<file path="config.mk">
export PLATFORM = sky130hd
export DESIGN_NAME = gpio
export DESIGN_NICKNAME = d
export VERILOG_FILES = /design/src/rtl/uncorePkg.sv /design/src/rtl/gpio.sv
export SDC_FILE = /design/constraint.sdc
export NUM_CORES = 1
export LEC_CHECK = 0
export CAP_MARGIN = 20
export CORE_ASPECT_RATIO = 0.5
export CORE_MARGIN = 10
export CORE_UTILIZATION = 45
export DETAILED_ROUTE_END_ITERATION = 8
export DONT_BUFFER_PORTS = 1
export GPL_ROUTABILITY_DRIVEN = 0
export PLACE_DENSITY_LB_ADDON = 0.25
export SLEW_MARGIN = 20
export SYNTH_ARGS = -nofsm -noshare
export SYNTH_HDL_FRONTEND = slang
export SYNTH_SLANG_ARGS = --single-unit
export TNS_END_PERCENT = 1
</file>
<file path="constraint.sdc">
create_clock -name HCLK -period 3.22 [get_ports HCLK]
set_input_delay 0.161 -clock HCLK [delete_from_list [all_inputs] [get_ports HCLK]]
set_output_delay 0.161 -clock HCLK [all_outputs]
set_load 0.005 [all_outputs]
</file>
<file path="src/rtl/uncorePkg.sv">
package uncorePkg;

  ////////////////////////////////////////////////////
  // bus widths and transfer encodings
  ////////////////////////////////////////////////////

  localparam int XLen = 32;

  // only nonsequential single transfers are served
  localparam logic [1:0] TransNonSeq = 2'b10;

  // hSize encodings up to the bus width
  localparam logic [2:0] SizeByte = 3'd0;
  localparam logic [2:0] SizeHalf = 3'd1;
  localparam logic [2:0] SizeWord = 3'd2;

  // address phase as seen by decoder and slaves
  typedef struct packed {
    logic [31:0] addr;
    logic        write;
    logic [2:0]  size;
    logic [1:0]  trans;
    // bus hReady, fed back from the response mux
    logic        ready;
  } ahbAdrT;

  // per-slave data-phase response
  typedef struct packed {
    logic [XLen-1:0] rData;
    logic            ready;
    logic            resp;
  } ahbRspT;

  // one bit per region, none catches unmapped or illegal accesses
  typedef struct packed {
    logic none;
    logic ext;
    logic ram;
    logic clint;
    logic gpio;
  } selVecT;

  // select value for an idle or reset data phase
  localparam selVecT SelNone = '{none: 1'b1, ext: 1'b0, ram: 1'b0, clint: 1'b0, gpio: 1'b0};

  ////////////////////////////////////////////////////
  // memory map
  ////////////////////////////////////////////////////

  localparam logic [31:0] RamBase   = 32'h8000_0000;
  localparam logic [31:0] RamRange  = 32'h0000_0FFF;
  localparam logic [31:0] ClintBase = 32'h0200_0000;
  localparam logic [31:0] ClintRange = 32'h0000_FFFF;
  localparam logic [31:0] GpioBase  = 32'h1006_0000;
  localparam logic [31:0] GpioRange = 32'h0000_00FF;
  localparam logic [31:0] ExtBase   = 32'h9000_0000;
  localparam logic [31:0] ExtRange  = 32'h0FFF_FFFF;

  localparam int RamWords = 1024;

  // clint register offsets
  localparam logic [15:0] MsipOff       = 16'h0000;
  localparam logic [15:0] MTimeCmpOff   = 16'h4000;
  localparam logic [15:0] MTimeCmpHiOff = 16'h4004;
  localparam logic [15:0] MTimeOff      = 16'hBFF8;
  localparam logic [15:0] MTimeHiOff    = 16'hBFFC;

  // gpio register offsets
  localparam logic [7:0] InputValOff  = 8'h00;
  localparam logic [7:0] InputEnOff   = 8'h04;
  localparam logic [7:0] OutputEnOff  = 8'h08;
  localparam logic [7:0] OutputValOff = 8'h0C;
  localparam logic [7:0] RiseIeOff    = 8'h18;
  localparam logic [7:0] RiseIpOff    = 8'h1C;

endpackage

</file>
<file path="src/rtl/gpio.sv">
`timescale 1ns/1ns

module gpio import uncorePkg::*; (
  input  logic            HCLK,
  input  logic            arstN,
  input  logic            sel,
  input  ahbAdrT          adr,
  input  logic [XLen-1:0] wData,
  output ahbRspT          rsp,
  input  logic [XLen-1:0] gpioPinsIn,
  output logic [XLen-1:0] gpioPinsOut,
  output logic [XLen-1:0] gpioPinsEn,
  output logic            gpioIntr
);

  logic            dWrite;
  logic [7:0]      dOff;
  logic            wr;
  logic [XLen-1:0] syncIn, inputVal, prevVal, rise;
  logic [XLen-1:0] inputEn, outputEn, outputVal, riseIe, riseIp;

  always_ff @(posedge HCLK or negedge arstN) begin
    if (!arstN) begin
      dWrite <= 1'b0;
    end else if (adr.ready) begin
      dWrite <= sel & adr.write;
    end
  end

  always_ff @(posedge HCLK) begin
    if (adr.ready && sel) begin
      dOff <= adr.addr[7:0];
    end
  end

  assign wr = dWrite & adr.ready;

  ////////////////////////////////////////////////////
  // input path and edge detect
  ////////////////////////////////////////////////////

  // two flops from pin to inputVal, second stage masked by inputEn
  always_ff @(posedge HCLK or negedge arstN) begin
    if (!arstN) begin
      syncIn   <= '0;
      inputVal <= '0;
      prevVal  <= '0;
    end else begin
      syncIn   <= gpioPinsIn;
      inputVal <= syncIn & inputEn;
      prevVal  <= inputVal;
    end
  end

  assign rise = inputVal & ~prevVal;

  ////////////////////////////////////////////////////
  // control registers
  ////////////////////////////////////////////////////

  always_ff @(posedge HCLK or negedge arstN) begin
    if (!arstN) begin
      inputEn   <= '0;
      outputEn  <= '0;
      outputVal <= '0;
      riseIe    <= '0;
      riseIp    <= '0;
    end else begin
      if (wr && dOff == InputEnOff) inputEn <= wData;
      if (wr && dOff == OutputEnOff) outputEn <= wData;
      if (wr && dOff == OutputValOff) outputVal <= wData;
      if (wr && dOff == RiseIeOff) riseIe <= wData;
      // write one to clear, a new edge in the same cycle wins
      riseIp <= (riseIp & ~((wr && dOff == RiseIpOff) ? wData : '0)) | rise;
    end
  end

  assign gpioPinsOut = outputVal;
  assign gpioPinsEn  = outputEn;
  assign gpioIntr    = |(riseIe & riseIp);

  always_comb begin
    case (dOff)
      InputValOff:  rsp.rData = inputVal;
      InputEnOff:   rsp.rData = inputEn;
      OutputEnOff:  rsp.rData = outputEn;
      OutputValOff: rsp.rData = outputVal;
      RiseIeOff:    rsp.rData = riseIe;
      RiseIpOff:    rsp.rData = riseIp;
      default:      rsp.rData = '0;
    endcase
  end

  assign rsp.ready = 1'b1;
  assign rsp.resp  = 1'b0;

  // new pending bits trace back through the sync stage to an enabled input
  assert property (@(posedge HCLK) disable iff (!arstN)
    (riseIp & ~$past(riseIp) & ~$past(inputEn, 2)) == '0);

endmodule

</file>
== Word level (Yosys, flattened, before mapping) ==
Index checks and enable logic that the tools add are counted.

* Word-level logic and storage cells: 34
* Bits in registers: 265
* Output and inout bits: 99
* Input port bits: 106

* Bitwise operators: 9
* Eq/ne operators: 5
* Multiplexer cells: 2
* Reductions and logical operators: 8

{| class="wikitable"
|+ Operators with widths
! operator !! count
|-
| $pmux 32 s6 || 1
|-
| $and 32x32->32 || 4
|-
| $not 32->32 || 2
|-
| $mux 32 || 1
|-
| $or 32x32->32 || 1
|-
| $reduce_or 32->1 || 1
|-
| $eq 8x4->1 const B || 2
|-
| $eq 8x5->1 const B || 2
|-
| $eq 8x3->1 const B || 1
|-
| $logic_not 8->1 || 1
|-
| $logic_and 1x1->1 || 6
|-
| $and 1x1->1 || 2
|}

== Logic depth before layout (Yosys ltp) ==
* Depth after elaboration: 6
* Mapped depth: 7
* Mapped depth without buffers: 3

== Worst setup path before layout ==
No wires, ideal clock.

* Kind: reg-to-reg
* From: register dOff[5]
* To: register riseIe[10]
* Period minus slack after synthesis: 2.262 ns
* Setup slack: 0.958 ns
* Setup time: 0.125 ns
* Buffers on the path: 3
* Cell stages (with the launch flop): 7
* Arrival time: 2.137 ns
* Required time: 3.095 ns
* Cells stage by stage: edfxtp_1 > or4b_1 > clkbuf_1 > or4b_1 > buf_2 > buf_6 > mux2_4

* Cells in the longest elaborated chain, start to end: 2

{| class="wikitable"
|+ RTL lines
! what !! RTL line !! RTL
|-
| from (decl) || gpio.sv:17 || <nowiki>logic [7:0] dOff;</nowiki>
|-
| from (signal assigned) || gpio.sv:32 || <nowiki>dOff <= adr.addr[7:0];</nowiki>
|-
| $eq 8x5->1 || gpio.sv:72 || <nowiki>if (wr && dOff == RiseIeOff) riseIe <= wData;</nowiki>
|-
| $logic_and 1x1->1 || gpio.sv:72 ||
|-
| to (signal assigned) || gpio.sv:72 ||
|-
| to (decl) || gpio.sv:20 || <nowiki>logic [XLen-1:0] inputEn, outputEn, outputVal, riseIe, riseIp;</nowiki>
|}

Every way passes these cells.
A chain may end at the register's enable or synchronous reset.

==> run metrics <==
Cell variety after synth=32; post-synthesis cell count=between 800 and 900; die area=between 30000 and 40000 um2; Placed Area=between 10000 and 15000 um2; 1st-iter DRT viols=between 800 and 900; Hold Fails Final Rpt=between 200 and 300; worst reg2reg path startpoint=dOff[5]$_DFFE_PP_; initial antenna violation count=1; data arrival time of the worst path=about 2.8 ns; top cells by area, synth=dfrtp_1, mux2_2, mux2_4, nand3_1, a22oi_1; Starting Density=0.462; post-CTS setup buffers=0; Setup violations, final=0; Tightest Pin Transition=0.676 ns; clk slew on worst S/H paths=approximately 0.070 ns; final worst slack=roughly 0.31 ns; Max Transition Viols Final=0; failing checks=negative hold slack; Worst setup SP type=register; Adder-Cell Fraction of Synth Area=0; min-delay worst type=in -> async; cts hold-fix bufs=between 70 and 80; Fmax achieved=roughly 0.34 GHz; Worst EP required=between 3 and 4 ns; Slew HR=0.549; Critical Path Fanout Max=14; Finished Cell Area=13400 um2; fillcell total=slightly above 2000; post-synthesis simple-gate area fraction=0.0868; Post-synth top cells=dfrtp_1, mux2_2, nand3_1; CTS root buffer=clkbuf_16; clk_lat worst skew=approximately 0.54 ns; setup TNS=0 ns; Mapped Area=~11000 um2; CP Cell Sequence=nor4_2 -> nand2_1 -> o21ai_0; FF-to-FF End=riseIe[5]$_DFFE_PN0P_; # port buffers=0; slowest stage cell, crit path=nor4_2; Syn. warnings=0; RSZ-0062 raised after global routing=false; routed len/inst=25.2 um; Core Box Area=~24000 um2; ys flop type=dfrtp_1; vias in the first global route=between 8000 and 9000; H-tree Lvls=1; Synthesized Nets=~970; TritonCTS clock tree=yes; ratio of cells with drive above 1 in the final layout=0.282; hpwl dp=around 22000 um; P_leak=approximately 6.3 nW; area grow syn2layout=19.6%; post-route clock period utilization=0.903; status=complete, but fails checks; Synth Area per Inst=between 10 and 15 um2; largest family of logic cells by synthesized area=multiplexers; Final min period=approximately 2.9 ns; cts bufs inserted=25; worst r2r path cells=4; DRT Wirelength=between 30000 and 40000 um; die height=approximately 130 um; top-count cell post-synth=dfrtp_1; DR vias=7644; Setup WS pre-CTS=between 0.6 and 0.7 ns; clock skew after layout=roughly 0.013 ns; CP Buf/Inv Count=0; IO Count=205; reg2reg setup slack=approximately 0.60 ns; die width=between 200 and 250 um; top cell type's share of synthesized area=0.574; CTS Sinks=~270; largest area contributor in the netlist=dfrtp_1; DR pass1 iterations=5; Worst path top cell family by delay=simple AND/OR/NAND/NOR gates; final net count=between 1000 and 1500; PwrDens=about 520 nW/um2; max cap viols=0; VDD IR-drop max=309 uV; CTS max path bufs=3; DRT antenna net count=0; pin count of the biggest net entering global routing=roughly 260; first-pass GRT wire length=about 51000 um; fraction of registers with async set/reset=0.970; global route total overflow=0; Post-synth EDFFs=8; DR DRC count=0; Via density=5.84; Setup CP Type=reg -> out; xor/xnor share of the synthesized area=0; slowest stage delay, CP=0.70 ns; post-synthesis mux area share=0.197; Total GRT Usage=0.201; register area share after synthesis=0.596; Seq cells post-synth=265; worst hold margin=-0.670 ns; Worst Setup End Kind=output port; row cnt=40; Compound-Gate Fraction of Synth Area=0.0762
power breakdown:
part / leakage [nW] / switching, mW / internal (mW)
logic: 2.46 / 0.199 / 0.180
clock network: 0.421 / 1.29 / 1.79
registers: 3.42 / 0.0697 / 3.41
logic make-up after synthesis:
family	Yosys count
AOI/OAI and AO/OA	119
buffers and inverters	121
DFF	265
muxes	182
other	2
and+or+nand+nor	174
sequential cells by signal (all words and copies together) (netlist names):
| name | flops |
|---|---|
| dWrite | 1 |
| dOff | 8 |
| inputEn | 32 |
| riseIp | 32 |
| riseIe | 32 |
| gpioPinsEn | 32 |
| prevVal | 32 |
| gpioPinsOut | 32 |
| inputVal | 32 |
| syncIn | 32 |
cells in the final DEF, fill, tap and decap left out, types with 30 or more instances in the layout:
cell type      count
dfrtp_1          257
mux2_2           144
nand3_1           83
dlygate4sd3_1     74
inv_1             65
a22oi_1           54
buf_4             45
and2_1            35
nor3_1            33
o22ai_1           32
mux2_4            30
cell type report:
| cell class | instances | area, um2 | share of cell area |
|---|---|---|---|
| antenna | 1 | 2.50 | 0.000187 |
| clock buffer | 32 | 703 | 0.0525 |
| timing repair buffer | 122 | 1140 | 0.0850 |
| clock inverter | 11 | 141 | 0.0106 |
| inverter | 65 | 244 | 0.0182 |
| tap | 336 | 420 | 0.0314 |
| multi-input combinational | 477 | 4070 | 0.304 |
| sequential | 265 | 6670 | 0.498 |
metrics by stage:
step / total power, mW / util / std cells
final: 6.94 / 0.553 / 1309
after global routing: 7.16 / 0.553 / 1309
after CTS: 6.99 / 0.553 / 1308
after detailed placement: 3.82 / 0.487 / 1191
after global placement: 3.81 / 0.487 / 1191
after floorplan: 3.71 / - / 863
worst max path at each step:
stage / from / endpoint / slack (ns) / depth (start not counted)
floorplan: dOff[5]$_DFFE_PP_ / riseIe[10]$_DFFE_PN0P_ / 0.96 / 6
global route: dOff[4]$_DFFE_PP_ / rsp[33] / 0.16 / 3
finish: dOff[4]$_DFFE_PP_ / rsp[33] / 0.31 / 3
CTS: dOff[4]$_DFFE_PP_ / rsp[33] / 0.30 / 3
detailed placement: dOff[5]$_DFFE_PP_ / riseIe[28]$_DFFE_PN0P_ / 0.63 / 4
global placement: dOff[5]$_DFFE_PP_ / riseIe[9]$_DFFE_PN0P_ / 0.65 / 4
repair_timing:
| action | in CTS | in global routing |
|---|---|---|
| hold endpoints to repair | 458 | 257 |
| endpoints found under the setup margin | 0 | 0 |
| gates resized for setup | 0 | 0 |
routing by layer:
metal / routed length (um) / share of wire / global-route usage
met4: 811 / 0.025 / 0.0556
met2: 14800 / 0.45 / 0.306
met3: 2600 / 0.079 / 0.0451
met5: 0 / 0 / 0
met1: 14700 / 0.45 / 0.283
(Power assumes the default switching activity.)
