<file path="src/rtl/uncorePkg.sv">
package uncorePkg;

  ////////////////////////////////////////////////////
  // bus widths and transfer encodings
  ////////////////////////////////////////////////////

  localparam int XLen = 32;

  // only nonsequential single transfers are served
  localparam logic [1:0] TransNonSeq = 2'b10;

  // hSize encodings up to the bus width
  localparam logic [2:0] SizeByte = 3'd0;
  localparam logic [2:0] SizeHalf = 3'd1;
  localparam logic [2:0] SizeWord = 3'd2;

  // address phase as seen by decoder and slaves
  typedef struct packed {
    logic [31:0] addr;
    logic        write;
    logic [2:0]  size;
    logic [1:0]  trans;
    // bus hReady, fed back from the response mux
    logic        ready;
  } ahbAdrT;

  // per-slave data-phase response
  typedef struct packed {
    logic [XLen-1:0] rData;
    logic            ready;
    logic            resp;
  } ahbRspT;

  // one bit per region, none catches unmapped or illegal accesses
  typedef struct packed {
    logic none;
    logic ext;
    logic ram;
    logic clint;
    logic gpio;
  } selVecT;

  // select value for an idle or reset data phase
  localparam selVecT SelNone = '{none: 1'b1, ext: 1'b0, ram: 1'b0, clint: 1'b0, gpio: 1'b0};

  ////////////////////////////////////////////////////
  // memory map
  ////////////////////////////////////////////////////

  localparam logic [31:0] RamBase   = 32'h8000_0000;
  localparam logic [31:0] RamRange  = 32'h0000_0FFF;
  localparam logic [31:0] ClintBase = 32'h0200_0000;
  localparam logic [31:0] ClintRange = 32'h0000_FFFF;
  localparam logic [31:0] GpioBase  = 32'h1006_0000;
  localparam logic [31:0] GpioRange = 32'h0000_00FF;
  localparam logic [31:0] ExtBase   = 32'h9000_0000;
  localparam logic [31:0] ExtRange  = 32'h0FFF_FFFF;

  localparam int RamWords = 1024;

  // clint register offsets
  localparam logic [15:0] MsipOff       = 16'h0000;
  localparam logic [15:0] MTimeCmpOff   = 16'h4000;
  localparam logic [15:0] MTimeCmpHiOff = 16'h4004;
  localparam logic [15:0] MTimeOff      = 16'hBFF8;
  localparam logic [15:0] MTimeHiOff    = 16'hBFFC;

  // gpio register offsets
  localparam logic [7:0] InputValOff  = 8'h00;
  localparam logic [7:0] InputEnOff   = 8'h04;
  localparam logic [7:0] OutputEnOff  = 8'h08;
  localparam logic [7:0] OutputValOff = 8'h0C;
  localparam logic [7:0] RiseIeOff    = 8'h18;
  localparam logic [7:0] RiseIpOff    = 8'h1C;

endpackage

</file>
<file path="src/rtl/adrDecode.sv">
`timescale 1ns/1ns

module adrDecode import uncorePkg::*; (
  input  ahbAdrT adr,
  output selVecT sel
);

  logic active;
  logic aligned;
  logic wordAcc;
  logic hitRam, hitClint, hitGpio, hitExt;

  // idle and sequential transfers select nothing
  assign active = (adr.trans == TransNonSeq);

  // region hits, every base is aligned to its range
  assign hitRam   = (adr.addr & ~RamRange) == RamBase;
  assign hitClint = (adr.addr & ~ClintRange) == ClintBase;
  assign hitGpio  = (adr.addr & ~GpioRange) == GpioBase;
  assign hitExt   = (adr.addr & ~ExtRange) == ExtBase;

  // natural alignment, nothing wider than the bus
  always_comb begin
    case (adr.size)
      SizeByte: aligned = 1'b1;
      SizeHalf: aligned = ~adr.addr[0];
      SizeWord: aligned = (adr.addr[1:0] == 2'b00);
      default:  aligned = 1'b0;
    endcase
  end

  // clint and gpio registers take full words only
  assign wordAcc = (adr.size == SizeWord);

  always_comb begin
    sel.ram   = active & hitRam & aligned;
    sel.ext   = active & hitExt & aligned;
    sel.clint = active & hitClint & aligned & wordAcc;
    sel.gpio  = active & hitGpio & aligned & wordAcc;
    // anything active that fell through lands on none
    sel.none  = active & ~(sel.ram | sel.ext | sel.clint | sel.gpio);
  end

endmodule

</file>
<file path="config.mk">
export PLATFORM = sky130hd
export DESIGN_NAME = adrDecode
export DESIGN_NICKNAME = d
export VERILOG_FILES = /design/src/rtl/uncorePkg.sv /design/src/rtl/adrDecode.sv
export SDC_FILE = /design/constraint.sdc
export NUM_CORES = 1
export LEC_CHECK = 0
export BUFFER_PORTS_ARGS = -buffer_cell sky130_fd_sc_hd__buf_2
export CORE_AREA = 2 2 39 41
export DETAILED_ROUTE_END_ITERATION = 8
export DIE_AREA = 0 0 41 43
export REMOVE_ABC_BUFFERS = 1
export SLEW_MARGIN = 20
export SYNTH_ARGS = -nofsm -noshare
export SYNTH_HDL_FRONTEND = slang
export SYNTH_SLANG_ARGS = --single-unit
export TNS_END_PERCENT = 30
</file>
<file path="constraint.sdc">
create_clock -name vclk -period 1.1
set_input_delay 0.055 -clock vclk [all_inputs]
set_output_delay 0.055 -clock vclk [all_outputs]
set_load 0.02 [all_outputs]
</file>
---- Yosys cells after proc, flatten, opt, wreduce, memory -nomap -nowiden ----
Index checks and enable logic that the tools add are counted.
word-level totals
  flip-flop bits (word level) ............. 0
  logic and storage cells ................. 26
cells by class
  equality and inequality tests ........... 7
  mux-type cells .......................... 1
  bitwise operators ....................... 16
  reduce and logical (&&, ||, !) cells .... 2
operator list
  operator                                          number
  == test 24 x 21 -> 1 bit (second input constant)  1
  == test 20 bit (second input constant)            1
  == test 16 x 10 -> 1 bit (second input constant)  1
  bitwise AND 1 bit                                 11
  == test 4 bit (second input constant)             1
  == test 3 x 1 -> 1 bit (second input constant)    1
  == test 3 x 2 -> 1 bit (second input constant)    1
  logical NOT 3 bit                                 1
  OR 1 bit                                          3
  one-hot mux 1 bit (3 select lines)                1
  == test 2 bit (second input constant)             1
  logical NOT 2 bit                                 1
  inverter 1 bit                                    2

---- Longest topological paths before layout ----
Gate-level depths: netlist (run 1).
  word-level depth ........................ 8
  mapped depth ............................ 4
  gate-level depth less buffers ........... 4

---- Worst setup path before layout (run 1) ----
No wires, ideal clock.
  kind .................................... input -> output
  from .................................... input port adr[8] (netlist bit)
  to ...................................... output port sel[3] (netlist bit)
  arrival time ............................ 1.013 ns
  data required time ...................... 1.045 ns
  slack ................................... 0.032 ns
  stages on the path ...................... 3
  path through ............................ nor3_1 o211ai_1 nor3b_1
RTL lines
  what                RTL line        RTL
  start: declaration  adrDecode.sv:4  input ahbAdrT adr,
  end: declaration    adrDecode.sv:5  output selVecT sel

==> impl_metrics.json, run 1 <==
{
  "yosysSeqAreaShare_pct": 0,
  "drive_above_1_share_pct": 69.57,
  "worst_pin_slew_ps": 248.2,
  "track_usage_pct": 10.49,
  "finalSetupViolCount": 2,
  "required_ps": 1040,
  "seqPwrFrac_pct": 0,
  "setup_ws_ps": -81.01,
  "vias": 384,
  "combPwrFrac_pct": 100.0,
  "violations": "negative setup slack",
  "ys_types": 19,
  "multiInputGateArea_um2": 250.2,
  "fin_hold_ws_ps": 383.5,
  "hp-start": "adr[1]",
  "slew_headroom_pct": 83.39,
  "synth_common_cells": "nor2_1 (3), nor4_1 (3)",
  "ff_latch_area_um2": 0,
  "postCtsHoldBufs": 0,
  "status": "complete, but fails checks",
  "placed_area_um2": 437.9,
  "dieArea_um2": 1763,
  "placementRows": 14,
  "power_uw": 133.2,
  "area_growth_pct": 148.3,
  "drtIter0Drc": 1,
  "ys_warn_count": 0,
  "power.switching_uw": 56.23,
  "antenna_cells": 0,
  "rsz0062_at_grt": "true",
  "viasPerCell": 4.518,
  "die_w_um": 41,
  "synth.area.top_cells": "nor4b_4 (11%), nor4_4 (9.9%), nor4_1 (8.7%)",
  "nClkBuffers": 0,
  "fmax_mhz": 846.7,
  "postRouteAntennaNets": 0,
  "leakagePower_uw": 0.0002524,
  "die_y_um": 43,
  "cap_violations": 0,
  "finalSetupTns_ps": -114.8,
  "firstDrtPassIters": 2,
  "ir_drop_uv": 92.53,
  "antenna_found_initial": 0,
  "synth_top_area_share_pct": 11.05,
  "synthCells": 28,
  "intPower_uw": 76.95,
  "min_period_ps": 1181,
  "dpl.hpwl_um": 720,
  "start_util_pct": 15.55,
  "cp.arrival_ps": 1130,
  "cp-end-kind": "output pin",
  "power_density_nw_per_um2": 249.3,
  "routed_wl_um": 853,
  "grt_max_degree": 5,
  "finalMaxSlewViolations": 0,
  "startpoint": "adr[32]",
  "synth_area_leader_cell": "nor4b_4",
  "final_util_pct": 38.61,
  "syn-cell-area_um2": 215.2,
  "port_buffers": 36,
  "place_congestion": 0.7018,
  "design_area_um2": 534.3,
  "period_share_pct": 107.4,
  "n_fill_cell": 156,
  "grt_overflow": 0,
  "syn_area_per_cell_um2": 7.686,
  "grt_pass1_vias": 377,
  "crit_type": "input port to output pin",
  "ios": 44,
  "nets": 110,
  "min_path_type": "input port to output pin",
  "avgRoutedWirePerCell_um": 10.04,
  "p_sw_share_pct": 42.22,
  "hold_viol": 0,
  "p_clk_share_pct": 0,
  "route.detailed.drc": 0,
  "crit_path_max_fanout": 2,
  "grt_pass1_wl_um": 1393,
  "crit_path_start_kind": "input port",
  "flops_and_latches": 0,
  "core-area_um2": 1384
}
critical path, cell delays in order:
cell and delay, ps:
buf_2 120, nor4_4 270, and4b_1 220, and4bb_1 250, a211oi_2 50, buf_4 160
cell usage in the layout (no fill, tap or decap):
cell / Yosys / routed
a211oi_2: 1 / 1
a21oi_1: 1 / 1
a32o_1: 1 / 1
and3_1: 1 / 1
and4_1: 1 / 1
and4b_1: 1 / 1
and4bb_1: 1 / 1
buf_2: 0 / 28
buf_4: 0 / 7
buf_6: 0 / 6
inv_1: 1 / 1
nand2_1: 2 / 2
nand4_1: 1 / 1
nor2_1: 3 / 2
nor2_2: 0 / 1
nor2b_1: 2 / 2
nor3_1: 2 / 2
nor3b_1: 2 / 2
nor4_2: 0 / 1
nor4_4: 1 / 3
nor4b_4: 1 / 1
o211ai_1: 2 / 2
o21ai_1: 1 / 1
cells by family after synthesis:
family	count (synthesis)	share of synthesized area [%]
AND/OR/NAND/NOR	21	76.16
buffers and inverters	1	1.743
AO/OA/AOI/OAI	6	22.09
through the flow:
step / setup WS, ps / instances
floorplan: 32.39 / 28
global placement: -141.9 / 83
detailed placement: -141.2 / 83
CTS: -75.11 / 84
global route: -132.5 / 85
finish: -81.01 / 85
cell type report:
class / instances / share of cell area (%)
Inverter: 1 / 0.7026
Multi-Input combinational cell: 27 / 46.84
Timing Repair Buffer: 41 / 48.71
Tap cell: 16 / 3.747
path summary, 6_finish.rpt:
path                     end  cells after the start
worst max-delay path  sel[4]                      6
worst min-delay path  sel[3]                      3
metal layers:
layer	wire, um	global-route usage, %
met3	85	0.5236
met1	299	12.97
met4	0	0
met2	468	19.69
met5	0	0
what timing repair did:
| action | CTS | global route |
|---|---|---|
| endpoints found under the setup margin | 4 | 5 |
| gates cloned | 0 | 0 |
| setup buffers | 1 | 1 |
| resized for setup | 12 | 4 |
| pin swaps | 9 | 4 |
power groups by stage:
stage / registers, uW / clock network (uW) / logic [uW]
after global routing: 0 / 0 / 146
after CTS: 0 / 0 / 131
after detailed placement: 0 / 0 / 109
after floorplan: 0 / 0 / 29.1
after global placement: 0 / 0 / 108
final: 0 / 0 / 133
Power figures use the tool's default switching activity.
==> run 2, diff against run 1 <==
Settings changed: ABC_AREA set to 1.
==> run 2 against run 1 <==
  * The flow now finishes without violations
  * Sequential cell count unchanged
  * Cell count up 41%
  * Fmax up 22%
  * Clock-buffer cell count unchanged
  * Die area unchanged
  * Highest routed layer unchanged
  * Final area down 8.4%
==> impl_metrics.json, run 2 <==
{
  "routed_wl_um": 800,
  "nClkBuffers": 0,
  "seqPwrFrac_pct": 0,
  "postCtsHoldBufs": 0,
  "intPower_uw": 59.10,
  "start_util_pct": 20.89,
  "design_area_um2": 489.2,
  "drive_above_1_share_pct": 41.35,
  "p_clk_share_pct": 0,
  "die_y_um": 43,
  "placed_area_um2": 489.2,
  "track_usage_pct": 9.191,
  "slew_headroom_pct": 90.10,
  "cp.arrival_ps": 910,
  "nets": 145,
  "grt_overflow": 0,
  "syn-cell-area_um2": 289.0,
  "hold_viol": 0,
  "synth_top_area_share_pct": 24.68,
  "worst_pin_slew_ps": 148.0,
  "use_met2_pct": 16.88,
  "min_path_type": "input port to output pin",
  "crit_type": "input port to output pin",
  "dieArea_um2": 1763,
  "min_period_ps": 965.6,
  "cpMostUsedCell": "nor2_1",
  "leakagePower_uw": 0.0003390,
  "multiInputGateArea_um2": 225.2,
  "avgRoutedWirePerCell_um": 6.667,
  "antenna_found_initial": 0,
  "crit_chain": "buf_2 > inv_1 > nand2_2 > nor2_1 > nand2_1 > nor2_1 > nand3_1 > nand2_1 > nor2_1 > buf_2",
  "power_density_nw_per_um2": 226.3,
  "core-area_um2": 1384,
  "viasPerCell": 3.858,
  "place_congestion": 0.6508,
  "path_buf_inv": 3,
  "n_fill_cell": 166,
  "synth.most_common_cell": "nand2_1",
  "route.detailed.drc": 0,
  "required_ps": 1040,
  "combPwrFrac_pct": 100.0,
  "crit_path_max_incr_delay_ps": 150,
  "cp-end-kind": "output pin",
  "flops_and_latches": 0,
  "synth_common_cells": "nand2_1 (19), nor2_1 (18), inv_1 (17)",
  "grt_max_degree": 4,
  "syn_area_per_cell_um2": 4.250,
  "crit_family": "simple AND/OR/NAND/NOR gates",
  "synthCells": 68,
  "finalSetupViolCount": 0,
  "grt_pass1_vias": 371,
  "cap_violations": 0,
  "grt_use_met3_pct": 0,
  "ys_warn_count": 0,
  "grt_pass1_wl_um": 1255,
  "die_w_um": 41,
  "cts_setup_buffers": 0,
  "vias": 463,
  "firstDrtPassIters": 4,
  "synth.area.top_cells": "nand2_1 (25%), nor2_1 (23%), inv_1 (22%)",
  "rsz0062_at_grt": "false",
  "power.switching_uw": 51.61,
  "area_growth_pct": 69.26,
  "synth_area_leader_cell": "nand2_1",
  "ios": 44,
  "drtIter0Drc": 4,
  "cts_resized": 0,
  "dpl.hpwl_um": 763.3,
  "layout_common_cells": "buf_2 (36), nand2_1 (19), nor2_1 (18), inv_1 (17), nor2_2 (5)",
  "cp_slowest_cell": "buf_2",
  "status": "finished clean",
  "p_sw_share_pct": 46.62,
  "fin_hold_ws_ps": 505.5,
  "ff_latch_area_um2": 0,
  "period_share_pct": 87.78,
  "crit_path_max_fanout": 3,
  "antenna_cells": 0,
  "crit_path_start_kind": "input port",
  "fmax_mhz": 1036,
  "postRouteAntennaNets": 0,
  "yosysSeqAreaShare_pct": 0,
  "final_util_pct": 35.35,
  "grt_use_met1_pct": 12.03,
  "ys_types": 10,
  "ir_drop_uv": 55.74,
  "finalMaxSlewViolations": 0,
  "port_buffers": 36,
  "finalSetupTns_ps": 0,
  "final_common_cell": "buf_2",
  "busiest_layer": "met2",
  "placementRows": 14
}
==> run 2: cell families after synthesis <==
logic type,share of synthesized area [%]
buffers and inverters,22.08
AND/OR/NAND/NOR,76.19
AO/OA/AOI/OAI,1.730
==> run 2: power by group through the flow <==
| stage | registers, uW | clock network, uW | logic (uW) |
|---|---|---|---|
| after global routing | 0 | 0 | 127 |
| final | 0 | 0 | 111 |
| after floorplan | 0 | 0 | 47.4 |
| after CTS | 0 | 0 | 113 |
| after global placement | 0 | 0 | 109 |
| after detailed placement | 0 | 0 | 112 |
==> run 2: area by class of cell <==
cell class         count  area share (%)
inverters             17           13.04
repair buffers        36           36.83
well taps             16           4.092
multi-input cells     51           46.04
==> run 2: layer usage <==
metal	share of wire, %	vias up
li1	-	267
met1	41	180
met2	51	16
met3	8.0	0
met4	0	0
met5	0	-
==> run 2: final timing paths <==
path,to,start,cells past startpoint
max,sel[4],adr[1],10
min,sel[3],adr[36],5
==> run 2: tightest hold or removal path: cells and delay by family <==
family | cells | cell delay [ps]
simple gates | 3 | 150
buf+inv | 2 | 240
==> run 2: metrics by stage <==
stage | std cells | total power, uW | setup slack [ps]
finish | 120 | 110.7 | 134.4
global route | 120 | 127.4 | 14.13
CTS | 120 | 112.6 | 137.8
detailed placement | 120 | 112.3 | 137.3
global placement | 120 | 108.5 | 154.3
floorplan | 68 | 47.43 | 269.7
