==> src/rtl/uncorePkg.sv <==
package uncorePkg;

  ////////////////////////////////////////////////////
  // bus widths and transfer encodings
  ////////////////////////////////////////////////////

  localparam int XLen = 32;

  // only nonsequential single transfers are served
  localparam logic [1:0] TransNonSeq = 2'b10;

  // hSize encodings up to the bus width
  localparam logic [2:0] SizeByte = 3'd0;
  localparam logic [2:0] SizeHalf = 3'd1;
  localparam logic [2:0] SizeWord = 3'd2;

  // address phase as seen by decoder and slaves
  typedef struct packed {
    logic [31:0] addr;
    logic        write;
    logic [2:0]  size;
    logic [1:0]  trans;
    // bus hReady, fed back from the response mux
    logic        ready;
  } ahbAdrT;

  // per-slave data-phase response
  typedef struct packed {
    logic [XLen-1:0] rData;
    logic            ready;
    logic            resp;
  } ahbRspT;

  // one bit per region, none catches unmapped or illegal accesses
  typedef struct packed {
    logic none;
    logic ext;
    logic ram;
    logic clint;
    logic gpio;
  } selVecT;

  // select value for an idle or reset data phase
  localparam selVecT SelNone = '{none: 1'b1, ext: 1'b0, ram: 1'b0, clint: 1'b0, gpio: 1'b0};

  ////////////////////////////////////////////////////
  // memory map
  ////////////////////////////////////////////////////

  localparam logic [31:0] RamBase   = 32'h8000_0000;
  localparam logic [31:0] RamRange  = 32'h0000_0FFF;
  localparam logic [31:0] ClintBase = 32'h0200_0000;
  localparam logic [31:0] ClintRange = 32'h0000_FFFF;
  localparam logic [31:0] GpioBase  = 32'h1006_0000;
  localparam logic [31:0] GpioRange = 32'h0000_00FF;
  localparam logic [31:0] ExtBase   = 32'h9000_0000;
  localparam logic [31:0] ExtRange  = 32'h0FFF_FFFF;

  localparam int RamWords = 1024;

  // clint register offsets
  localparam logic [15:0] MsipOff       = 16'h0000;
  localparam logic [15:0] MTimeCmpOff   = 16'h4000;
  localparam logic [15:0] MTimeCmpHiOff = 16'h4004;
  localparam logic [15:0] MTimeOff      = 16'hBFF8;
  localparam logic [15:0] MTimeHiOff    = 16'hBFFC;

  // gpio register offsets
  localparam logic [7:0] InputValOff  = 8'h00;
  localparam logic [7:0] InputEnOff   = 8'h04;
  localparam logic [7:0] OutputEnOff  = 8'h08;
  localparam logic [7:0] OutputValOff = 8'h0C;
  localparam logic [7:0] RiseIeOff    = 8'h18;
  localparam logic [7:0] RiseIpOff    = 8'h1C;

endpackage

==> src/rtl/clint.sv <==
`timescale 1ns/1ns

module clint import uncorePkg::*; (
  input  logic            HCLK,
  input  logic            arstN,
  input  logic            sel,
  input  ahbAdrT          adr,
  input  logic [XLen-1:0] wData,
  output ahbRspT          rsp,
  output logic            mTimerInt,
  output logic            mSwInt,
  output logic [63:0]     mTime
);

  logic        dWrite;
  logic [15:0] dOff;
  logic        wr;
  logic [63:0] mTimeCmp;
  logic        msip;

  ////////////////////////////////////////////////////
  // bus side
  ////////////////////////////////////////////////////

  always_ff @(posedge HCLK or negedge arstN) begin
    if (!arstN) begin
      dWrite <= 1'b0;
    end else if (adr.ready) begin
      dWrite <= sel & adr.write;
    end
  end

  // register offset inside the 64 KiB window
  always_ff @(posedge HCLK) begin
    if (adr.ready && sel) begin
      dOff <= adr.addr[15:0];
    end
  end

  // write strobe at the end of the data phase
  assign wr = dWrite & adr.ready;

  ////////////////////////////////////////////////////
  // timer and software interrupt state
  ////////////////////////////////////////////////////

  // counts HCLK, a half write replaces that half for one cycle
  always_ff @(posedge HCLK or negedge arstN) begin
    if (!arstN) begin
      mTime <= '0;
    end else if (wr && dOff == MTimeOff) begin
      mTime <= {mTime[63:32], wData};
    end else if (wr && dOff == MTimeHiOff) begin
      mTime <= {wData, mTime[31:0]};
    end else begin
      mTime <= mTime + 64'd1;
    end
  end

  // compare starts at all ones so no timer interrupt out of reset
  always_ff @(posedge HCLK or negedge arstN) begin
    if (!arstN) begin
      mTimeCmp <= '1;
      msip     <= 1'b0;
    end else if (wr) begin
      case (dOff)
        MTimeCmpOff:   mTimeCmp[31:0]  <= wData;
        MTimeCmpHiOff: mTimeCmp[63:32] <= wData;
        MsipOff:       msip            <= wData[0];
        default:       ;
      endcase
    end
  end

  assign mTimerInt = (mTime >= mTimeCmp);
  assign mSwInt    = msip;

  // read mux, holes read as zero
  always_comb begin
    case (dOff)
      MsipOff:       rsp.rData = {{(XLen-1){1'b0}}, msip};
      MTimeCmpOff:   rsp.rData = mTimeCmp[31:0];
      MTimeCmpHiOff: rsp.rData = mTimeCmp[63:32];
      MTimeOff:      rsp.rData = mTime[31:0];
      MTimeHiOff:    rsp.rData = mTime[63:32];
      default:       rsp.rData = '0;
    endcase
  end

  assign rsp.ready = 1'b1;
  assign rsp.resp  = 1'b0;

endmodule

==> config.mk <==
export PLATFORM = sky130hd
export DESIGN_NAME = clint
export DESIGN_NICKNAME = d
export VERILOG_FILES = /design/src/rtl/uncorePkg.sv /design/src/rtl/clint.sv
export SDC_FILE = /design/constraint.sdc
export NUM_CORES = 1
export LEC_CHECK = 0
export BUFFER_PORTS_ARGS = -buffer_cell sky130_fd_sc_hd__buf_4
export CAP_MARGIN = 30
export CORE_ASPECT_RATIO = 0.7
export CORE_MARGIN = 3
export CORE_UTILIZATION = 57
export CTS_CLUSTER_DIAMETER = 30
export DETAILED_ROUTE_END_ITERATION = 10
export PLACE_DENSITY = 0.91
export SETUP_SLACK_MARGIN = 0.02
export SYNTH_ARGS = -nofsm -noshare
export SYNTH_HDL_FRONTEND = slang
export SYNTH_SLANG_ARGS = --single-unit
==> constraint.sdc <==
create_clock -name HCLK -period 2.4 [get_ports HCLK]
set_input_delay 0.24 -clock HCLK [delete_from_list [all_inputs] [get_ports HCLK]]
set_output_delay 0.24 -clock HCLK [all_outputs]
set_load 0.1 [all_outputs]
==> results of run 1 <==
[kinds of logic after synthesis]
logic type | count (synthesis)
AND/OR/NAND/NOR | 321
AO/OA/AOI/OAI | 286
flip-flops | 146
buffers and inverters | 123
adder cells (fa/ha/maj) | 65
multiplexers | 35
other | 2
[through the flow]
step                      TNS [ns]  setup WS (ns)  instance area, um^2  hold slack (ns)  util (%)
after global placement       -1.93         -0.576                12400            0.221      79.0
after detailed placement     -6.14         -0.611                12400            0.218      79.0
after CTS                   -14.53         -0.592                14500           0.0267      92.2
after floorplan              -1.39         -0.133                 9780          -0.0556         -
[timing repair]
action,in CTS
hold buffers,17
buffers inserted,28
cloned,10
setup endpoints to repair,89
pin swaps,40
gates resized for setup,201
hold endpoints to repair,40
==> impl_results.md, run 1 <==
- Outcome: did not finish
- Stage where the run ended: global routing (5_1_grt)
- Error: [ERROR DPL-0038] Utilization greater than 100%, impossible to legalize
- Number of instances in the placed design: about 1,500
- Post-synthesis mux area share: 4.24%
- Most frequent cells after synthesis: nand2_1 (83), nor2_1 (77), inv_1 (76)
- Post-Synth Simple-Gate Area: 18.2%
- Largest family of logic cells by synthesized area: compound AO/OA/AOI/OAI gates
- Mapped Cells: about 980
- Sequential area share after synthesis: between 40 and 50%
- Synth Area in Compound Gates: around 22%
- Clk sinks: approximately 150
- Post-Syn Area per Cell: 9.48 um^2
- Root Driver: clkbuf_16
- Top cells by area, synth: dfstp_2 (18%), dfrtp_1 (18%), ha_1 (8.8%)
- Max clock buf depth: 2
- CTS Buf Count: 17
- Number of I/O port buffers: 150
- Synth async-reset ratio: 89.0%
- Worst EP post-GRT repair: mTimerInt
- EDFF count, synth: 16
- Initial Util: 59.1%
- Num rows: 38
- Syn Nets: approximately 1,100
- Yosys reg bits: 146
- Die H: 113 um
- Final Wtd Congestion: 1.07
- Post-DP HPWL: 26,000 um
- Worst-path end type: top-level output
- Synth warn: 0
- Netlist cell types: 74
- Xor-xnor portion of the synthesized cell area: 0%
- Synth top area share: 18.1%
- Synth area leader: dfstp_2
- Largest net degree at the start of global routing: 63
- Post-synthesis adder-cell area fraction: 8.78%
- Ys flop type: dfrtp_1
- Top-count cell post-synth: nand2_1
- Die Width: roughly 160 um
- H-tree depth: 4
- Syn Std Cell Area: 9270 um^2
- IO Pins: 174
==> inputs of run 2 (changes only) <==
CORE_ASPECT_RATIO = not set   (was 0.7)
CORE_UTILIZATION = 40   (was 57)
CTS_CLUSTER_DIAMETER = not set   (was 30)
PLACE_DENSITY = not set   (was 0.91)
PLACE_DENSITY_LB_ADDON = 0.15   (was not set)
SETUP_SLACK_MARGIN = not set   (was 0.02)
==> run 2 against run 1 <==
The flow now finishes, with violations (negative setup slack). Synthesized area is the same. Synthesized cell count unchanged.
==> impl_results.md, run 2 <==
- Outcome: finished, violations left
- Failing checks: negative setup slack
- Synth warn: 0
- Logic pwr share: 14.7%
- Synth area leader: dfstp_2
- Worst Max-Slew Pin Slew: 0.704 ns
- CP max stage delay: 0.53 ns
- Drt pass-1 iters: 5
- Max clock buf depth: 2
- Critical path's top delay family: simple AND/OR/NAND/NOR gates
- Number of antenna violations at the first check in global routing: 0
- Initial DRC count: 800
- Synth Area in Compound Gates: 22.1%
- Crit path max-delay cell type: dfstp_2
- DIE AREA: 25,000 um^2
- Clk sinks: 146
- Max Slew Vio Count: 0
- Largest family of logic cells by synthesized area: compound AO/OA/AOI/OAI gates
- H-tree depth: 4
- Post-DR vias/cell: 5.89
- Fin worst setup slack: -0.583 ns
- IO Pins: 174
- Mapped Cells: 978
- Sequential area share after synthesis: approximately two fifths
- Final std cells w/o fill: 1,629
- Num rows: 55
- Synth async-reset ratio: 89.0%
- Max-Cap Viols: 0
- Post-synthesis mux area share: roughly 4.2%
- WS Path Type: reg -> out
- Commonest non-fill, non-tap cells in the layout: buf_4 (283), nand2_1 (82), inv_1 (74)
- Critical path required time: 2.16 ns
- Die Width: 158 um
- Peak VDD IR: roughly 0.45 mV
- Most common cell after layout, fill and taps aside: buf_4
- Crit end category: output port
- Pwr per Cell Area: 420 nW/um^2
- Die H: about 160 um
- Number of instances in the placed design: 1,540
- Clock latency on the worst-skew pair: 0.43 ns
- HP Class: in -> reg
- Final hold vios: 0
- P_leak: 6.36 nW
- Synth-to-Final Area Change: 57.6%
- Via count of the routed design: 9,594
- Flop pwr share: between 40 and 50%
- Top-count cell post-synth: nand2_1
- Root Driver: clkbuf_16
- Yosys reg bits: 146
- EDFF count, synth: 16
- Top cells by area, synth: dfstp_2 (18%), dfrtp_1 (18%), ha_1 (8.8%)
- Critical Path Source: mTimeCmp[19]
- Synth top area share: 18.1%
- Minimum clock period: 2.98 ns
- Crit path cell chain: inv_1 > ha_1 > and2_1 > nand4_1 > or4_4 > o22ai_2 > o2111ai_4 > nand3_4 > buf_12
- Worst hold start: adr[0]
- CTS tree: built
- Vias in the first global route: 9,536
- Critical R2R Launch: dOff[14]
- Clock power share: 41.9%
- Largest regs: mTimeCmp (64), mTime (64), dOff (16)
- DRC: 0
- GRT Overall Usage: 29.5%
- Clock Skew: ~0.015 ns
- Fmax achieved: about 0.34 GHz
- Critical path launch point type: flip-flop
- Antenna-violating nets left: 0
- CP arrival: 2.74 ns
- Ys flop type: dfrtp_1
- Core footprint: ~23,000 um^2
- Final worst-path cycle share: 124%
- Post-Route WL: 36,900 um
- Rel. slew slack: 53.1%
- Post-Syn Area per Cell: 9.48 um^2
- Final #Nets: approximately 1,500
- NetSw: 1.83 mW
- Clk slew on worst S/H paths: about 0.060 ns
- Post-Synth Simple-Gate Area: 18.2%
- First-pass GRT wire length: 56,000 um
- ANT cells: 0
- Post-synthesis adder-cell area fraction: 8.78%
- Share of layout cells above drive strength 1: 49.1%
- Post-DP HPWL: 24,600 um
- DP Worst Slack: -0.251 ns
- Netlist cell types: 74
- RSZ-0062 raised after global routing: yes
- Final Wtd Congestion: 0.932
- Pint: 4.31 mW
- Most frequent cells after synthesis: nand2_1 (83), nor2_1 (77), inv_1 (76)
- Final setup vio count: 35
- Syn Nets: 1,117
- Xor-xnor portion of the synthesized cell area: 0%
- Grt total ovfl: 0
- Buf/Inv on CP: 2
- Switching Fraction: 29.7%
- Syn Std Cell Area: about 9300 um^2
- Critical path peak fanout: 2
- Initial Util: 40.8%
- Largest net degree at the start of global routing: 55
- Avg WL per Cell: ~23 um
- Number of I/O port buffers: 150
- CTS Buf Count: 17
-- run 2: cell counts after synthesis --
No cell type changed its count.
-- run 2: repair_timing --
action / in CTS / in global routing
setup buffers: 19 / 13
hold endpoints to repair: 29 / 0
gates cloned: 10 / 2
setup endpoints to repair: 63 / 58
resized for setup: 137 / 60
hold buffers: 17 / 0
pin swaps: 32 / 30
-- run 2: metrics by stage --
stage,hold slack (ns),instance area (um^2),power (mW),TNS (ns),utilization [%]
floorplan,-0.0556,9780,3.18,-1.39,-
global placement,0.249,12500,3.54,-2.55,55.1
detailed placement,0.241,12500,3.55,-3.75,55.1
CTS,0.0290,14200,6.14,-11.55,62.7
global route,0.0529,14600,6.35,-14.00,64.3
finish,0.0379,14600,6.14,-10.88,64.3
-- run 2: routing by layer --
layer  vias up  track usage [%]  part of all wire, %
met5         -                0                    0
met4         0             10.7                  3.9
met3        93             4.13                  6.4
met2       465             47.6                   47
met1      4617             40.6                   43
li1       4419                -                    -
-- run 2: layout make-up --
class / instances / area [um^2]
Timing Repair Buffer: 381 / 3810
Multi-Input combinational cell: 709 / 5680
Inverter: 76 / 285
Clock buffer: 20 / 447
Tap cell: 285 / 357
Sequential cell: 146 / 3920
Fill cell: 1867 / 8100
Clock inverter: 12 / 106
-- run 2: final timing paths --
| check | slack [ns] | end | cells after the start |
|---|---|---|---|
| min | 0.04 | dWrite | 2 |
| max | -0.58 | mTimerInt | 9 |
| min reg2reg | 0.51 | mTimeCmp[27] | 2 |
| max reg2reg | -0.04 | mTime[23] | 8 |
| max in group asynchronous | 1.31 | mTimeCmp[56] | 3 |
| min in group asynchronous | 0.34 | mTime[48] | 2 |
-- run 2: kinds of logic (layout without fill, tap and decap cells) --
group / Yosys count / in the layout
simple gates: 321 / 321
flops: 146 / 146
mux: 35 / 35
fa+ha+maj: 65 / 65
buf+inv: 123 / 489
other cells: 2 / 2
compound gates: 286 / 286
-- run 2: power groups by stage --
stage	Clock (mW)	Sequential [mW]	Combinational, mW
4_1_cts	2.60	2.66	0.878
2_1_floorplan	0	3.04	0.142
3_5_place_dp	0	2.70	0.846
3_3_place_gp	0	2.70	0.845
6_report	2.57	2.67	0.899
5_1_grt	2.72	2.67	0.953
(Power assumes the default switching activity.)
==> inputs of run 3 (changes only) <==
--- a/config.mk
+++ b/config.mk
@@ -16 +16,2 @@
 export SYNTH_SLANG_ARGS = --single-unit
+export TNS_END_PERCENT = 100
==> constraint.sdc (replaced) <==
create_clock -name HCLK -period 2.4 [get_ports HCLK]
set_input_delay 0.72 -clock HCLK [delete_from_list [all_inputs] [get_ports HCLK]]
set_output_delay 0.72 -clock HCLK [all_outputs]
set_load 0.1 [all_outputs]
==> run 3 against run 2 <==
The flow still finishes with violations (negative setup slack). Fmax down 13%. Global-route usage decreased by 1.1 points. Sequential share of layout area fell by 1.6 points. Utilization rose by 4.6 points. Critical path depth unchanged. Power rose by 1.2%. Clock skew is 0.0055 ns lower. Hold slack gained 0.11 ns. Cell count grew 3.0%. Sequential power barely moved.
==> impl_results.md, run 3 (same netlist as run 2, synthesis figures left out) <==
- Largest regs: mTimeCmp (64), mTime (64), dOff (16)
- Via count of the routed design: 10,018
- Crit end category: output port
- CTS Buf Count: 17
- Post-CTS Hold Buffers: 0
- Avg WL per Cell: between 20 and 25 um
- Peak VDD IR: approximately 0.64 mV
- Antenna-violating nets left: 0
- Number of I/O port buffers: 150
- R2R cell count: 9
- Largest net degree at the start of global routing: 38
- Drt pass-1 iters: 7
- IO Pins: 174
- CP endpoint: mTimerInt
- Core footprint: about 23,000 um^2
- Post-Route WL: 38,000 um
- DP Area: 13,000 um^2
- Final std cells w/o fill: 1,678
- WS Path Type: reg -> out
- Worst Max-Slew Pin Slew: 0.715 ns
- Fin util: between 60% and 70%
- Outcome: finished, violations left
- Setup_tns: -36.40 ns
- Number of instances in the placed design: 1,591
- Post-DP HPWL: 25,800 um
- Final #Nets: 1,519
- Most common cell after layout, fill and taps aside: buf_4
- DIE AREA: 25,000 um^2
- Fmax achieved: 0.292 GHz
- Rel. slew slack: 52.3%
- Initial Util: 40.8%
- DRC: 0
- Max clock buf depth: 2
- Initial DRC count: between 800 and 900
- Grt total ovfl: 0
- Die H: ~160 um
- Minimum clock period: 3.42 ns
- H-tree depth: 4
- GRT Overall Usage: 28.4%
- GRT met3 Usage: 3.61%
- HP Class: in -> async
- Number of antenna violations at the first check in global routing: 0
- Critical path launch point type: flip-flop
- Post-DR vias/cell: 5.97
- Critical Path Source: mTimeCmp[22]
- Global-route met1 utilization: 38.9%
- Root Driver: clkbuf_16
- Max-Cap Viols: 0
- Synth-to-Final Area Change: 68.8%
- Die Width: approximately 160 um
- Clk sinks: between 100 and 150
- R2r endpoint: mTime[7]
- Clock Skew: 0.00975 ns
- Gr busiest metal: met2
- Clk slew on worst S/H paths: 0.07 ns
- First-pass GRT wire length: 54,800 um
- Num rows: 55
- Reg-to-reg setup timing slack: -0.24 ns
- Final setup vio count: 91
- Vias in the first global route: 9,687
- P_leak: between 6 and 7 nW
- RSZ-0062 raised after global routing: yes
- Commonest non-fill, non-tap cells in the layout: buf_4 (323), nand2_1 (78), inv_1 (72)
- GRT met2 Usage: approximately 47%
- CP arrival: 2.70 ns
- Hold Slack: 0.145 ns
- Clock latency on the worst-skew pair: 0.43 ns
- Pwr per Cell Area: between 300 and 400 nW/um^2
- Share of layout cells above drive strength 1: 58.0%
- Failing checks: negative setup slack
- Final Wtd Congestion: 0.912
- Critical path peak fanout: 2
- Final hold vios: 0
- Critical path required time: 1.68 ns
- Max Slew Vio Count: 0
- ANT cells: 0
- Final worst-path cycle share: 143%
- Critical R2R Launch: dOff[3]
- Fin worst setup slack: -1.02 ns
- CTS tree: built
- Design area: ~16,000 um^2
run 3: layer usage:
layer / up-vias / wire [um]
met2: 468 / 18400
met1: 4952 / 16100
li1: 4504 / -
met4: 0 / 1350
met5: - / 0
met3: 94 / 2220
run 3: final cells by class:
class                   count  area (um^2)
clock inverters            15          124
well taps                 285          357
repair buffers            430         4250
clock buffers              17          425
multi-input cells         709         6260
flip-flops and latches    146         3940
inverters                  76          285
fillers                  1672         7070
run 3: how the worst min path moves through the flow:
stage                       from      endpoint  depth (start not counted)
finish                     arstN     mTime[27]                          1
global route               arstN     mTime[27]                          1
CTS                        arstN     mTime[27]                          1
detailed placement  mTimeCmp[27]  mTimeCmp[27]                          2
global placement    mTimeCmp[29]  mTimeCmp[29]                          2
floorplan                  arstN        dWrite                          0
run 3: through the flow:
stage               setup WS (ns)  power (mW)
floorplan                  -0.509        3.19
global placement           -0.669        3.58
CTS                         -1.02        6.14
detailed placement         -0.706        3.58
finish                      -1.02        6.21
global route                -1.10        6.39
run 3: what timing repair did:
item	4_1_cts	5_1_grt
resized for setup	135	195
endpoints found under the setup margin	45	94
pin swaps	30	74
gates cloned	4	8
buffers inserted	18	29
run 3: report_power, final:
group | switching, mW | internal [mW]
registers | 0.0451 | 2.59
clock network | 1.22 | 1.35
logic | 0.704 | 0.296
total | 1.97 | 4.24
run 3: critical path: stages (launching register included):
cell       delay, ns
dfstp_2         0.55
inv_2           0.05
ha_4            0.26
and4_4          0.23
nand4_1         0.14
or4_4           0.45
o22ai_2         0.11
o2111ai_2       0.17
nand3_4         0.12
buf_12          0.17
